<file path="src/rtl/conv_pkg.sv">
`default_nettype none

package conv_pkg;

  //////////////////////////////
  // Layer sizes
  //////////////////////////////

  localparam int DATA_WIDTH = 16;
  localparam int ACC_WIDTH  = 32;
  localparam int CH_IN      = 4;
  localparam int CH_OUT     = 3;
  localparam int WEIGHT_NUM = CH_IN * CH_OUT;

  // Alignment FIFO
  localparam int FIFO_DEPTH  = 8;
  localparam int PRIME_COUNT = CH_OUT;
  localparam int FIFO_PTR_W  = (FIFO_DEPTH > 1) ? $clog2(FIFO_DEPTH) : 1;

  // Index widths, at least one bit each
  localparam int CH_IN_W  = (CH_IN > 1) ? $clog2(CH_IN) : 1;
  localparam int CH_OUT_W = (CH_OUT > 1) ? $clog2(CH_OUT) : 1;
  localparam int WEIGHT_W = (WEIGHT_NUM > 1) ? $clog2(WEIGHT_NUM) : 1;

  //////////////////////////////
  // Data types
  //////////////////////////////

  typedef logic signed [DATA_WIDTH-1:0] data_t;
  typedef logic signed [ACC_WIDTH-1:0]  acc_t;

  typedef logic [CH_IN_W-1:0]  ch_in_idx_t;
  typedef logic [CH_OUT_W-1:0] ch_out_idx_t;
  typedef logic [WEIGHT_W-1:0] weight_idx_t;

  // Saturation limits of a result word
  localparam data_t DATA_MAX = {1'b0, {(DATA_WIDTH-1){1'b1}}};
  localparam data_t DATA_MIN = {1'b1, {(DATA_WIDTH-1){1'b0}}};

  // One replayed channel word on its way to the MAC
  typedef struct packed {
    data_t       data;
    ch_in_idx_t  ch_in;
    ch_out_idx_t ch_out;
    logic        first;
    logic        last;
  } mac_op_t;

  typedef enum logic {
    LOOP_IDLE,
    LOOP_REPLAY
  } loop_state_t;

endpackage

`default_nettype wire

</file>
<file path="src/rtl/align_fifo.sv">
`timescale 1ns/1ps
`default_nettype none

module align_fifo (
  input  wire logic             clk,
  input  wire logic             reset,
  input  wire logic             wr_en,
  input  wire conv_pkg::data_t  din,
  output conv_pkg::data_t       dout,
  output logic                  valid_out
);

  conv_pkg::data_t               mem [conv_pkg::FIFO_DEPTH];
  logic [conv_pkg::FIFO_PTR_W-1:0] wr_ptr;
  logic [conv_pkg::FIFO_PTR_W-1:0] rd_ptr;
  logic [conv_pkg::FIFO_PTR_W:0]   count;
  logic                          read_en;
  logic                          empty;
  logic                          full;
  logic                          do_wr;
  logic                          do_rd;

  assign empty = (count == '0);
  assign full  = (count == (conv_pkg::FIFO_PTR_W + 1)'(conv_pkg::FIFO_DEPTH));
  assign do_rd = read_en && !empty;
  assign do_wr = wr_en && (!full || do_rd);

  //////////////////////////////
  // Pointers and level
  //////////////////////////////

  always_ff @(posedge clk) begin
    if (reset) begin
      wr_ptr <= '0;
      rd_ptr <= '0;
      count  <= '0;
    end else begin
      if (do_wr) begin
        wr_ptr <= (wr_ptr == (conv_pkg::FIFO_PTR_W)'(conv_pkg::FIFO_DEPTH - 1)) ?
                  '0 : wr_ptr + 1'b1;
      end
      if (do_rd) begin
        rd_ptr <= (rd_ptr == (conv_pkg::FIFO_PTR_W)'(conv_pkg::FIFO_DEPTH - 1)) ?
                  '0 : rd_ptr + 1'b1;
      end
      case ({do_wr, do_rd})
        2'b10:   count <= count + 1'b1;
        2'b01:   count <= count - 1'b1;
        default: count <= count;
      endcase
    end
  end

  // Sticky once the first pixel is fully present
  always_ff @(posedge clk) begin
    if (reset) begin
      read_en <= 1'b0;
    end else if (count >= (conv_pkg::FIFO_PTR_W + 1)'(conv_pkg::PRIME_COUNT)) begin
      read_en <= 1'b1;
    end
  end

  //////////////////////////////
  // Storage and output
  //////////////////////////////

  always_ff @(posedge clk) begin
    if (do_wr) begin
      mem[wr_ptr] <= din;
    end
    if (do_rd) begin
      dout <= mem[rd_ptr];
    end
  end

  always_ff @(posedge clk) begin
    if (reset) begin
      valid_out <= 1'b0;
    end else begin
      valid_out <= do_rd;
    end
  end

endmodule

`default_nettype wire

</file>
<file path="src/rtl/conv_1x1_layer.sv">
`timescale 1ns/1ps
`default_nettype none

module conv_1x1_layer (
  input  wire logic            clk,
  input  wire logic            reset,
  input  wire logic            valid_in,
  input  wire conv_pkg::data_t pxl_in,
  input  wire logic            valid_weight_in,
  input  wire conv_pkg::data_t weight_in,
  output conv_pkg::data_t      pxl_out,
  output logic                 valid_out
);

  conv_pkg::mac_op_t     op;
  logic                  op_valid;
  conv_pkg::weight_idx_t weight_idx;
  conv_pkg::data_t       weight;
  conv_pkg::data_t       result;
  logic                  result_valid;

  //////////////////////////////
  // Weights
  //////////////////////////////

  weight_store weight_store_i (
    .clk             (clk),
    .reset           (reset),
    .valid_weight_in (valid_weight_in),
    .weight_in       (weight_in),
    .weight_idx      (weight_idx),
    .weight          (weight)
  );

  //////////////////////////////
  // Datapath
  //////////////////////////////

  // Replays each pixel once per output channel
  pixel_loop pixel_loop_i (
    .clk        (clk),
    .reset      (reset),
    .valid_in   (valid_in),
    .pxl_in     (pxl_in),
    .op         (op),
    .op_valid   (op_valid),
    .weight_idx (weight_idx)
  );

  pointwise_mac pointwise_mac_i (
    .clk          (clk),
    .reset        (reset),
    .op           (op),
    .op_valid     (op_valid),
    .weight       (weight),
    .result       (result),
    .result_valid (result_valid)
  );

  // Holds results until a whole pixel is there
  align_fifo align_fifo_i (
    .clk       (clk),
    .reset     (reset),
    .wr_en     (result_valid),
    .din       (result),
    .dout      (pxl_out),
    .valid_out (valid_out)
  );

endmodule

`default_nettype wire

</file>
<file path="src/rtl/pixel_loop.sv">
`timescale 1ns/1ps
`default_nettype none

module pixel_loop (
  input  wire logic             clk,
  input  wire logic             reset,
  input  wire logic             valid_in,
  input  wire conv_pkg::data_t  pxl_in,
  output conv_pkg::mac_op_t     op,
  output logic                  op_valid,
  output conv_pkg::weight_idx_t weight_idx
);

  // Two banks, one filling while the other replays
  conv_pkg::data_t      bank_data [2][conv_pkg::CH_IN];
  logic [1:0]           bank_full;

  logic                 cap_bank;
  conv_pkg::ch_in_idx_t cap_ch;
  logic                 cap_done;

  conv_pkg::loop_state_t state;
  logic                  rep_bank;
  conv_pkg::ch_in_idx_t  in_ch;
  conv_pkg::ch_out_idx_t out_ch;
  logic                  in_last;
  logic                  out_last;
  logic                  rep_done;

  assign in_last  = (in_ch == conv_pkg::ch_in_idx_t'(conv_pkg::CH_IN - 1));
  assign out_last = (out_ch == conv_pkg::ch_out_idx_t'(conv_pkg::CH_OUT - 1));
  assign rep_done = (state == conv_pkg::LOOP_REPLAY) && in_last && out_last;
  assign cap_done = valid_in && (cap_ch == conv_pkg::ch_in_idx_t'(conv_pkg::CH_IN - 1));

  //////////////////////////////
  // Capture side
  //////////////////////////////

  always_ff @(posedge clk) begin
    if (valid_in) begin
      bank_data[cap_bank][cap_ch] <= pxl_in;
    end
  end

  always_ff @(posedge clk) begin
    if (reset) begin
      cap_bank <= 1'b0;
      cap_ch   <= '0;
    end else if (valid_in) begin
      if (cap_done) begin
        cap_ch   <= '0;
        cap_bank <= ~cap_bank;
      end else begin
        cap_ch <= cap_ch + 1'b1;
      end
    end
  end

  // Freeing and filling never hit the same bank in one cycle
  always_ff @(posedge clk) begin
    if (reset) begin
      bank_full <= '0;
    end else begin
      if (rep_done) begin
        bank_full[rep_bank] <= 1'b0;
      end
      if (cap_done) begin
        bank_full[cap_bank] <= 1'b1;
      end
    end
  end

  //////////////////////////////
  // Replay FSM
  //////////////////////////////

  // Output channel outer loop, input channel inner loop
  always_ff @(posedge clk) begin
    if (reset) begin
      state    <= conv_pkg::LOOP_IDLE;
      rep_bank <= 1'b0;
      in_ch    <= '0;
      out_ch   <= '0;
    end else begin
      case (state)
        conv_pkg::LOOP_IDLE: begin
          in_ch  <= '0;
          out_ch <= '0;
          if (bank_full[rep_bank]) begin
            state <= conv_pkg::LOOP_REPLAY;
          end
        end
        conv_pkg::LOOP_REPLAY: begin
          if (!in_last) begin
            in_ch <= in_ch + 1'b1;
          end else begin
            in_ch <= '0;
            if (!out_last) begin
              out_ch <= out_ch + 1'b1;
            end else begin
              out_ch   <= '0;
              rep_bank <= ~rep_bank;
              // Back to back when the next pixel is already waiting
              if (!bank_full[~rep_bank]) begin
                state <= conv_pkg::LOOP_IDLE;
              end
            end
          end
        end
        default: state <= conv_pkg::LOOP_IDLE;
      endcase
    end
  end

  //////////////////////////////
  // Op and weight index
  //////////////////////////////

  assign op_valid  = (state == conv_pkg::LOOP_REPLAY);
  assign op.data   = bank_data[rep_bank][in_ch];
  assign op.ch_in  = in_ch;
  assign op.ch_out = out_ch;
  assign op.first  = (in_ch == '0);
  assign op.last   = in_last;

  assign weight_idx = conv_pkg::weight_idx_t'(out_ch) *
                      conv_pkg::weight_idx_t'(conv_pkg::CH_IN) +
                      conv_pkg::weight_idx_t'(in_ch);

endmodule

`default_nettype wire

</file>
<file path="src/rtl/pointwise_mac.sv">
`timescale 1ns/1ps
`default_nettype none

module pointwise_mac (
  input  wire logic              clk,
  input  wire logic              reset,
  input  wire conv_pkg::mac_op_t op,
  input  wire logic              op_valid,
  input  wire conv_pkg::data_t   weight,
  output conv_pkg::data_t        result,
  output logic                   result_valid
);

  // Product stage
  conv_pkg::acc_t prod_q;
  logic           prod_valid;
  logic           prod_first;
  logic           prod_last;

  // Accumulate stage
  conv_pkg::acc_t acc_q;
  conv_pkg::acc_t acc_next;
  conv_pkg::data_t acc_sat;

  //////////////////////////////
  // Stage one, multiply
  //////////////////////////////

  always_ff @(posedge clk) begin
    if (reset) begin
      prod_valid <= 1'b0;
    end else begin
      prod_valid <= op_valid;
    end
  end

  // Sign extension happens through the acc_t casts
  always_ff @(posedge clk) begin
    prod_q     <= conv_pkg::acc_t'(op.data) * conv_pkg::acc_t'(weight);
    prod_first <= op.first;
    prod_last  <= op.last;
  end

  //////////////////////////////
  // Stage two, accumulate
  //////////////////////////////

  // First input channel restarts the sum
  assign acc_next = prod_first ? prod_q : acc_q + prod_q;

  always_comb begin
    if (acc_next > conv_pkg::acc_t'(conv_pkg::DATA_MAX)) begin
      acc_sat = conv_pkg::DATA_MAX;
    end else if (acc_next < conv_pkg::acc_t'(conv_pkg::DATA_MIN)) begin
      acc_sat = conv_pkg::DATA_MIN;
    end else begin
      acc_sat = conv_pkg::data_t'(acc_next);
    end
  end

  always_ff @(posedge clk) begin
    if (prod_valid) begin
      acc_q <= acc_next;
    end
  end

  always_ff @(posedge clk) begin
    if (prod_valid && prod_last) begin
      result <= acc_sat;
    end
  end

  // One pulse per output channel
  always_ff @(posedge clk) begin
    if (reset) begin
      result_valid <= 1'b0;
    end else begin
      result_valid <= prod_valid && prod_last;
    end
  end

endmodule

`default_nettype wire

</file>
<file path="src/rtl/weight_store.sv">
`timescale 1ns/1ps
`default_nettype none

module weight_store (
  input  wire logic                  clk,
  input  wire logic                  reset,
  input  wire logic                  valid_weight_in,
  input  wire conv_pkg::data_t       weight_in,
  input  wire conv_pkg::weight_idx_t weight_idx,
  output conv_pkg::data_t            weight
);

  // Weights kept in output-major order
  conv_pkg::data_t       weight_mem [conv_pkg::WEIGHT_NUM];
  conv_pkg::weight_idx_t wr_ptr;

  //////////////////////////////
  // Load pointer
  //////////////////////////////

  // Wraps after a full set so a new set overwrites the old one
  always_ff @(posedge clk) begin
    if (reset) begin
      wr_ptr <= '0;
    end else if (valid_weight_in) begin
      if (wr_ptr == conv_pkg::weight_idx_t'(conv_pkg::WEIGHT_NUM - 1)) begin
        wr_ptr <= '0;
      end else begin
        wr_ptr <= wr_ptr + 1'b1;
      end
    end
  end

  always_ff @(posedge clk) begin
    if (valid_weight_in) begin
      weight_mem[wr_ptr] <= weight_in;
    end
  end

  //////////////////////////////
  // Read port
  //////////////////////////////

  // Combinational so the weight lines up with the op in the same cycle
  assign weight = weight_mem[weight_idx];

endmodule

`default_nettype wire

</file>
<file path="config.mk">
export PLATFORM = sky130hd
export DESIGN_NAME = conv_1x1_layer
export DESIGN_NICKNAME = d
export VERILOG_FILES = /design/src/rtl/conv_pkg.sv /design/src/rtl/align_fifo.sv /design/src/rtl/conv_1x1_layer.sv /design/src/rtl/pixel_loop.sv /design/src/rtl/pointwise_mac.sv /design/src/rtl/weight_store.sv
export SDC_FILE = /design/constraint.sdc
export NUM_CORES = 1
export LEC_CHECK = 0
export BUFFER_PORTS_ARGS = -buffer_cell sky130_fd_sc_hd__buf_4
export CORE_MARGIN = 2
export CORE_UTILIZATION = 25
export CTS_BUF_LIST = sky130_fd_sc_hd__clkbuf_4
export DETAILED_ROUTE_END_ITERATION = 6
export MAX_ROUTING_LAYER = met4
export PLACE_DENSITY = 0.43
export SLEW_MARGIN = 25
export SYNTH_ARGS = -nofsm -noshare
export SYNTH_HDL_FRONTEND = slang
export SYNTH_HIERARCHICAL = 1
export SYNTH_SLANG_ARGS = --single-unit
</file>
<file path="constraint.sdc">
create_clock -name clk -period 6.68 [get_ports clk]
set_input_delay 0.668 -clock clk [delete_from_list [all_inputs] [get_ports clk]]
set_output_delay 0.668 -clock clk [all_outputs]
set_load 0.005 [all_outputs]
</file>
; ---- Word level (Yosys, flattened, before mapping)
; Memory sizes are Yosys's and may differ from the RTL's. A register that Yosys moved wholly into a read port is not among the register bits.
; Cells that the tools add are included.
[totals]
reg_bits = 111
ram_bits = 448
in_bits = 36
out_inout_bits = 17
wordCells = 121
mem_count = 3
[memory_table]
columns = name, depth, word_bits, read_ports, rd_ports_with_merged_regs, wr, line
row1 = weight_store_i.weight_mem, 12, 16, 1, 0, 1, weight_store.sv:14  ; conv_pkg::data_t weight_mem [conv_pkg::WEIGHT_NUM];
row2 = align_fifo_i.mem, 8, 16, 1, 1, 1, align_fifo.sv:13  ; conv_pkg::data_t mem [conv_pkg::FIFO_DEPTH];
row3 = pixel_loop_i.bank_data, 2, 64, 1, 1, 1, pixel_loop.sv:15  ; conv_pkg::data_t bank_data [2][conv_pkg::CH_IN];
[op_classes]
addsub = 10
multipliers = 1
order_cmp = 11
n_eq_ne = 10
n_mux = 41
bitwise_logic = 8
reduce_logical = 17
[op_table]
columns = cell, count
row1 = $mux W16, 4
row2 = $mux W64, 1
row3 = $add A32 B32 Y32, 1
row4 = $bmux W16 S2, 1
row5 = $demux W16 S2, 1
row6 = $gt A32 B16 Y1 const B, 1
row7 = $lt A32 B16 Y1 const B, 1
row8 = $mul A16 B16 Y32, 1
row9 = $mux W32, 1
row10 = $mux W1, 17
row11 = $mux W2, 7
row12 = $logic_and A1 B1 Y1, 9
row13 = $add A4 B1 Y4 const B, 2
row14 = $eq A2 B2 Y1 const B, 4
row15 = $eq A4 B4 Y1 const B, 2
row16 = $pmux W2 S2, 2
row17 = $pmux W4 S2, 1
row18 = $add A2 B1 Y2 const B, 3
row19 = $add A3 B1 Y3 const B, 2
row20 = $eq A3 B3 Y1 const B, 2
row21 = $ge A3 B3 Y1 const B, 2
row22 = $lt A1 B2 Y1 const B, 3
row23 = $mux W3, 2
row24 = $not A2 Y3, 2
row25 = other kinds (21), 26

; ---- Logic depth before layout (Yosys ltp)
; Gate-level depths: netlist of run 1.
[logic_depth]
depth_word = 10
mapped_depth = 32
ltp_nobuf = 27

; ---- By module
; The synthesis of run 1 kept the hierarchy.
[modules_own_cells]
columns = mod, instances, cells_each, area_per_inst_um2, seq_area_each_um2
row1 = pointwise_mac, 1, 1490, 14216.1, 2162.1
row2 = weight_store, 1, 397, 7823.8, 5845.6
row3 = align_fifo, 1, 284, 5979.5, 4564.4
row4 = pixel_loop, 1, 291, 5476.5, 4083.9

; ---- Least setup slack after synthesis of run 1
; No wires, ideal clock.
[synth_path]
kind = reg2reg
start = register pixel_loop_i.out_ch[0]
end = register pointwise_mac_i.prod_q[31]
setup_time_ps = 72
t_arrival_ps = 7262
required_ps = 6608
setup_slack_ps = -654
stages_incl_launch_ff = 30
n_path_buf = 4
period_less_slack_ps = 7334
path_cell_list = dfxtp_1 buf_4 buf_6 buf_8 mux2i_1 a22o_1 o31ai_2 clkbuf_1 nand2_1 fa_1 fa_1 fa_1 inv_1 fa_1 fa_1 inv_1 fa_1 inv_1 ha_1 a21o_1 o21bai_1 a21oi_1 nor2b_1 o311ai_0 a41oi_1 a41o_1 o41ai_1 o21bai_1 a21oi_1 xnor2_1
[synth_via]
elab_chain_cells = 3
[synth_rtl]
columns = element, line
row1 = start: declaration, pixel_loop.sv:25  ; conv_pkg::ch_out_idx_t out_ch;
row2 = start signal: assignment, pixel_loop.sv:99  ; out_ch <= out_ch + 1'b1;
row3 = $add A4 B2 Y4, pixel_loop.sv:127  ; conv_pkg::weight_idx_t'(conv_pkg::CH_IN) +
row4 = via weight_idx[2], conv_1x1_layer.sv:17  ; conv_pkg::weight_idx_t weight_idx;
row5 = $mem_v2 Z12 W16, --
row6 = via weight[1], conv_1x1_layer.sv:18  ; conv_pkg::data_t weight;
row7 = $mul A16 B16 Y32, pointwise_mac.sv:39  ; prod_q <= conv_pkg::acc_t'(op.data) * conv_pkg::acc_t'(weight);
row8 = end signal: assignment, pointwise_mac.sv:39
row9 = end: declaration, pointwise_mac.sv:15  ; conv_pkg::acc_t prod_q;
; The timed path passes the listed nets, and every way through them passes these cells.
; A chain may end at the register's enable or synchronous reset.

; ---- Worst setup path after layout of run 1
[layout_path]
start = register pixel_loop_i.in_ch[0]
end = register pointwise_mac_i.prod_q[30]
[layout_via]
word_cells_on_any_way = 7
cone_classes = add/sub: 1 / mul: 1 / mux: 3 / bitwise: 1 / memory: 1
[layout_rtl]
columns = element, line
row1 = start: declaration, pixel_loop.sv:24  ; conv_pkg::ch_in_idx_t in_ch;
row2 = start signal: assignment, pixel_loop.sv:95  ; in_ch <= in_ch + 1'b1;
row3 = $add A4 B2 Y4, pixel_loop.sv:127
row4 = $mem_v2 Z12 W16, --
row5 = via weight[7], conv_1x1_layer.sv:18
row6 = $mul A16 B16 Y32, pointwise_mac.sv:39
; The timed path passes the listed nets, and every way through them passes these cells. The select of a mux whose other input is x is not followed.

==> results of run 1 <==
==> registers in the layout, summed over array words and instances (netlist names), 2 cells and up, named ones only <==
signal	cells
weight_store_i/weight_mem	192
align_fifo_i/mem	128
pixel_loop_i/bank_data	128
pointwise_mac_i/acc_q	32
pointwise_mac_i/prod_q	32
align_fifo_i/dout	16
pointwise_mac_i/result	16
align_fifo_i/count	4
weight_store_i/wr_ptr	4
align_fifo_i/rd_ptr	3
align_fifo_i/wr_ptr	3
pixel_loop_i/bank_full	2
pixel_loop_i/cap_ch	2
pixel_loop_i/in_ch	2
pixel_loop_i/out_ch	2
==> cells in the mapped netlist (all sizes together) (4+ instances only) <==
| cell type | number | area (um2) |
|---|---|---|
| o21a | 15 | 113 |
| nor4 | 4 | 25.0 |
| a32oi | 5 | 51.3 |
| mux4 | 80 | 1830 |
| a22oi | 11 | 103 |
| o22ai | 19 | 119 |
| a21o | 24 | 180 |
| fa | 264 | 5290 |
| nand2b | 12 | 75.1 |
| xnor2 | 49 | 429 |
| nand4 | 11 | 68.8 |
| ha | 129 | 1610 |
| buf | 48 | 385 |
| a211oi | 12 | 90.1 |
| nor3 | 15 | 75.1 |
| or2 | 10 | 65.1 |
| o21bai | 12 | 90.1 |
| a22o | 16 | 140 |
| or3 | 5 | 36.3 |
| o21ai | 28 | 155 |
| nand3 | 8 | 40.0 |
| xor2 | 11 | 96.3 |
| clkbuf | 51 | 193 |
| edfxtp | 512 | 15400 |
| dfxtp | 64 | 1280 |
| nor2 | 75 | 282 |
| mux2i | 41 | 410 |
| inv | 321 | 1200 |
| a31oi | 4 | 40.0 |
| nor2b | 13 | 81.3 |
| and3 | 12 | 75.1 |
| o31ai | 20 | 220 |
| mux2 | 53 | 597 |
| a21oi | 65 | 325 |
| and2 | 140 | 876 |
| nor3b | 8 | 65.1 |
| o311ai | 4 | 42.6 |
| o211ai | 5 | 37.5 |
| nand2 | 248 | 931 |
==> timing repair <==
item	CTS	global route
gates cloned	0	1
endpoints found under the setup margin	15	14
resized for setup	72	64
hold buffers	36	0
setup buffers	38	10
hold endpoints to repair	342	0
pin swaps	27	44
==> how the worst min path moves through the flow <==
stage                                     to                      start  cells after the start  slack [ns]
6_report       pixel_loop_i/bank_data[1][31]                 pxl_in[15]                      2        0.39
3_3_place_gp          pixel_loop_i/cap_ch[1]     pixel_loop_i/cap_ch[1]                      2        0.49
2_1_floorplan      pixel_loop_i/bank_full[0]  pixel_loop_i/bank_full[0]                      2        0.47
3_5_place_dp       pixel_loop_i/bank_full[0]  pixel_loop_i/bank_full[0]                      2        0.51
5_1_grt        pixel_loop_i/bank_data[1][29]                 pxl_in[13]                      2        0.30
4_1_cts        pixel_loop_i/bank_data[1][31]                 pxl_in[15]                      2        0.21
==> cell families (layout without fill, tap and decap cells) <==
| kind of cell | after synthesis | in the layout |
|---|---|---|
| compound gates | 268 | 268 |
| buf+inv | 420 | 944 |
| fa+ha+maj | 393 | 393 |
| simple gates | 571 | 571 |
| xor+xnor | 60 | 60 |
| mux | 174 | 174 |
| other cells | 0 | 7 |
| flops | 576 | 576 |
==> worst register-to-register path: cells and delay by family, from the launching register on <==
kind | cells | cell delay, ns
AOI/OAI and AO/OA | 10 | 1.89
buffers and inverters | 11 | 1.19
and+or+nand+nor | 3 | 0.24
xor gates and xnor gates | 1 | 0.13
DFF | 1 | 0.33
adders and majority gates | 7 | 3.26
==> area by class of cell <==
| cell class | count | share of cell area, % |
|---|---|---|
| diodes | 7 | 0.0426 |
| clock buffers | 228 | 4.17 |
| clock inverters | 46 | 0.700 |
| inverters | 321 | 2.94 |
| multi-input cells | 1466 | 38.2 |
| flip-flops and latches | 576 | 40.6 |
| well taps | 1768 | 5.38 |
| repair buffers | 349 | 7.97 |
==> layer usage <==
| metal | track usage (%) | vias to the layer above | share of wire (%) |
|---|---|---|---|
| li1 | - | 9513 | - |
| met1 | 15.7 | 10200 | 46 |
| met2 | 20.5 | 344 | 49 |
| met3 | 2.10 | 124 | 3.2 |
| met4 | 4.19 | 0 | 2.1 |
| met5 | - | - | 0 |
==> metrics by stage <==
stage / instances / utilization, % / setup WS [ns] / TNS [ns] / area (um2)
floorplan: 2462 / - / -0.142 / -0.267 / 33800
global placement: 4395 / 28.3 / -0.839 / -6.23 / 37700
detailed placement: 4398 / 28.3 / -0.979 / -6.62 / 37700
CTS: 4745 / 30.6 / -0.639 / -2.96 / 40700
global route: 4758 / 30.8 / -0.703 / -4.40 / 41100
finish: 4761 / 30.8 / -0.433 / -1.67 / 41100
==> results.toml, run 1 <==
[outcome]
status = "finished with violations"
violations = "negative setup slack"

[setup_path]
rr_startpoint = "pixel_loop_i/in_ch[0]"
crit_path_frequent_cell = "fa_1"
r2r_end = "pointwise_mac_i/prod_q[30]"
cp_top_family = "adder cells"
reg2reg_slack_ns = -0.43
cp.depth = 32
worstPathRequired_ns = 7.61
cp_max_fo = 7
critPathLaunch = "pixel_loop_i/in_ch[0]"
worstSetupEndpointType = "register"
worstSetupPathType = "register to register"
critical_path.endpoint = "pointwise_mac_i/prod_q[30]"
crit_path_start_kind = "register"
worstPathArrival_ns = 8.05
crit_buf_inv = 11
slowest_stage = "fa_2"
r2r_cells = 32
crit_path_max_incr_delay_ns = 0.62

[clock_network]
tritoncts = "built"
cts_buffer_depth = 3
cts_buffers = 155
clkTransAtPathRegs_ns = 0.06
cts_root_buffer = "clkbuf_4"
worstSkewPairLatency_ns = 1.06
cts_num_sinks = 576
ctsHtreeMaxLevel = 4

[synth]
synth_top_family_by_area = "adder cells"
synthSimpleGateAreaFrac_pct = 8.33
synth-main-ff-cell = "edfxtp_1"
syn-num-nets = 2891
synthAdderAreaFrac_pct = 20.6
muxShareOfSynthArea_pct = 8.48
synthXorXnorAreaFrac_pct = 1.57
synth_compound_area_share_pct = 5.98
synth-seq-area-share_pct = 49.7
synth.avg_cell_area_um2 = 13.6
synth-async-reset-ratio_pct = 0
syn_area_um2 = 33500
synthCells = 2462
ys_types = 88
synth-edff-count = 512
yosysWarnings = 6
ys_seq_elements = 576

[worst_hold_path]
holdCritPathClass = "input pin to register"

[die]
core_um2 = 133000
chipWidth_um = 370
rows = 134
pin_count = 53
die_area_um2 = 137000
die_h_um = 370
initial_core_util_pct = 25.1

[timing]
fmax_ghz = 0.141
relSlewSlack_pct = 33.7
hold_viol_final = 0
rsz0062_at_grt = "yes"
worst_slew_pin_slew_ns = 0.995
min_period_ns = 7.11
post-route-period-util_pct = 106
hold_slack_ns = 0.393
finalSetupViolCount = 8
skew_ns = 0.0951
maxSlewViolCount = 0
post-route-worst-setup-slack_ns = -0.433

[placed_design]
dp_hpwl_mm = 57.8
globalplace.congestion = 0.805
portBuffers = 52

[routing]
dr.first_iter.drc_count = 1073
drc_errors = 0
postRouteAntennaNets = 0
vias_per_cell = 4.23
wl_per_cell_um = 17.1
dr.pass1.iters = 5
vias = 20200
wirelength_mm = 81.5

[cells_and_area]
layout_commonest_cell = "edfxtp_1"
multiInputGateArea_um2 = 15700
num-fill-cells = 13500
drive_gt1_share_pct = 28.8
regArea_um2 = 16700
nets = 3298
areaGrowthSynthToFinish_pct = 22.7
mostFrequentLayoutCells = "edfxtp_1 (512), inv_1 (309), buf_4 (256), fa_1 (247), clkbuf_4 (228)"

[grt]
grt_first_pass_wirelength_mm = 128
track_usage_pct = 12.5
antenna_found_initial = 5
grt_pass1_vias = 22300
grt_max_degree = 43
grt_overflow_total = 0

[flow_run]
maxCapViolCount = 0
Power of run 1 is left out: the tool's default activity adds up to more than one toggle a clock period on the data nets, which glitch-free logic cannot reach.
==> run 2, diff against run 1 <==
CORE_MARGIN = default   (was 2)
==> run 2 against run 1 <==
Compared with the run above:
- the flow still finishes with violations (negative setup slack)
- die area down 1.1%
- register-to-register slack about the same
- fmax up 0.14%
- first-iteration DRC count down 23%
- sequential cell count unchanged
- critical path depth down 4
- clock-buffer cell count up 9
- via count up 0.91%
- utilization up 0.50 points
- largest cell class unchanged
==> results.toml, run 2 (synthesis gave the netlist of run 1 again) <==
[outcome]
status = "finished with violations"
violations = "negative setup slack"

[timing]
post-route-worst-setup-slack_ns = -0.423
rsz0062_at_grt = "yes"
hold_viol_final = 0
maxSlewViolCount = 0
post-route-period-util_pct = 106
worst_slew_pin_slew_ns = 0.935
skew_ns = 0.0898
finalSetupViolCount = 7
fmax_ghz = 0.141
relSlewSlack_pct = 37.6
min_period_ns = 7.10

[setup_path]
r2r_end = "pointwise_mac_i/prod_q[31]"
r2r_cells = 28
slowest_stage = "mux4_2"
rr_startpoint = "pixel_loop_i/in_ch[0]"
crit_path_start_kind = "register"
worstPathArrival_ns = 8.02
cp_max_fo = 6
worstSetupPathType = "register to register"
crit_path_max_incr_delay_ns = 0.55
crit_path_frequent_cell = "fa_1"
cp_top_family = "adder cells"
worstPathRequired_ns = 7.59
crit_buf_inv = 6
worstSetupEndpointType = "register"
reg2reg_slack_ns = -0.42

[die]
die_h_um = 368
die_area_um2 = 135000
initial_core_util_pct = 25.4
pin_count = 53
rows = 133
chipWidth_um = 368
core_um2 = 132000

[grt]
grt_first_pass_wirelength_mm = 127
grt_pass1_vias = 22100
grt_max_degree = 42
use_met3_pct = 2.30
grt_busiest_layer = "met2"
grtUsageMet1_pct = 15.3
track_usage_pct = 12.5
met2_usage_pct = 20.8
antenna_found_initial = 3
grt_overflow_total = 0

[placed_design]
dp_hpwl_mm = 57.9
portBuffers = 52
globalplace.congestion = 0.840

[routing]
vias = 20300
vias_per_cell = 4.28
drc_errors = 0
wl_per_cell_um = 17.0
dr.pass1.iters = 5
wirelength_mm = 81.0
dr.first_iter.drc_count = 830
postRouteAntennaNets = 0

[clock_network]
tritoncts = "built"
cts_num_sinks = 576
cts_root_buffer = "clkbuf_4"
worstSkewPairLatency_ns = 1.06
ctsHtreeMaxLevel = 4
cts_buffers = 155
cts_buffer_depth = 3
clkTransAtPathRegs_ns = 0.08

[cells_and_area]
largestRegisters = "weight_store_i/weight_mem x192, align_fifo_i/mem x128, pixel_loop_i/bank_data x128"
layout_commonest_cell = "edfxtp_1"
nets = 3306
drive_gt1_share_pct = 29.6
areaGrowthSynthToFinish_pct = 23.5
regMostFlops = "weight_store_i/weight_mem"
mostFrequentLayoutCells = "edfxtp_1 (512), inv_1 (307), buf_4 (253), fa_1 (250), clkbuf_4 (237)"
final_core_util_pct = 31.3
largest_reg_flops = 192

[worst_hold_path]
hold_path_depth = 2
hold_path.startpoint = "pxl_in[0]"
holdCritPathClass = "input pin to register"
holdPathEnd = "pixel_loop_i/bank_data[1][0]"

[flow_run]
maxCapViolCount = 0
run 2: layer usage:
layer / vias up / part of all wire (%)
met3: 138 / 3.3
met2: 361 / 50
li1: 9530 / -
met4: 0 / 1.9
met1: 10300 / 45
met5: - / 0
run 2: final cells by class:
| class | instances | area (um2) |
|---|---|---|
| antenna | 6 | 15.0 |
| clock buffer | 237 | 1780 |
| clock inverter | 33 | 198 |
| fill | 13300 | 90700 |
| inverter | 321 | 1210 |
| multi-input combinational | 1466 | 15900 |
| sequential | 576 | 16700 |
| tap | 1755 | 2200 |
| timing repair buffer | 357 | 3420 |
run 2: worst max path at each step:
stage | from | end | slack [ns] | depth (start not counted)
6_report | pixel_loop_i/in_ch[0] | pointwise_mac_i/prod_q[31] | -0.42 | 28
5_1_grt | register | pointwise_mac_i/prod_q[31] | -0.67 | 29
4_1_cts | pixel_loop_i/out_ch[0] | pointwise_mac_i/prod_q[31] | -0.52 | 29
3_5_place_dp | pixel_loop_i/out_ch[0] | pointwise_mac_i/prod_q[31] | -0.65 | 29
3_3_place_gp | pixel_loop_i/in_ch[0] | pointwise_mac_i/prod_q[30] | -0.55 | 27
2_1_floorplan | pixel_loop_i/in_ch[0] | pointwise_mac_i/prod_q[31] | -0.14 | 31
run 2: timing repair:
item / CTS / global route
pin swaps: 33 / 27
endpoints found under the hold margin: 345 / 0
hold buffers: 36 / 0
buffers inserted: 30 / 14
gates cloned: 3 / 1
resized for setup: 93 / 72
setup endpoints to repair: 10 / 13
run 2: per-stage QoR:
stage	cell area [um2]	hold WS [ns]	setup TNS, ns	std cells	worst slack [ns]
6_report	41400	0.409	-1.43	4751	-0.423
5_1_grt	41400	0.279	-3.52	4751	-0.668
4_1_cts	41000	0.204	-1.88	4733	-0.522
3_5_place_dp	37900	0.501	-3.13	4394	-0.653
3_3_place_gp	37900	0.491	-2.77	4394	-0.548
2_1_floorplan	33800	0.467	-0.267	2462	-0.142
run 2: worst reg2reg max path: cells and delay by family (launching register included):
kind	cells	cell delay, ns
xor gates and xnor gates	1	0.13
and+or+nand+nor	5	0.50
AOI/OAI and AO/OA	8	1.61
adders and majority gates	7	3.34
buffers and inverters	6	0.47
DFF	1	0.41
muxes	1	0.55
Power of run 2 is left out for the same reason.
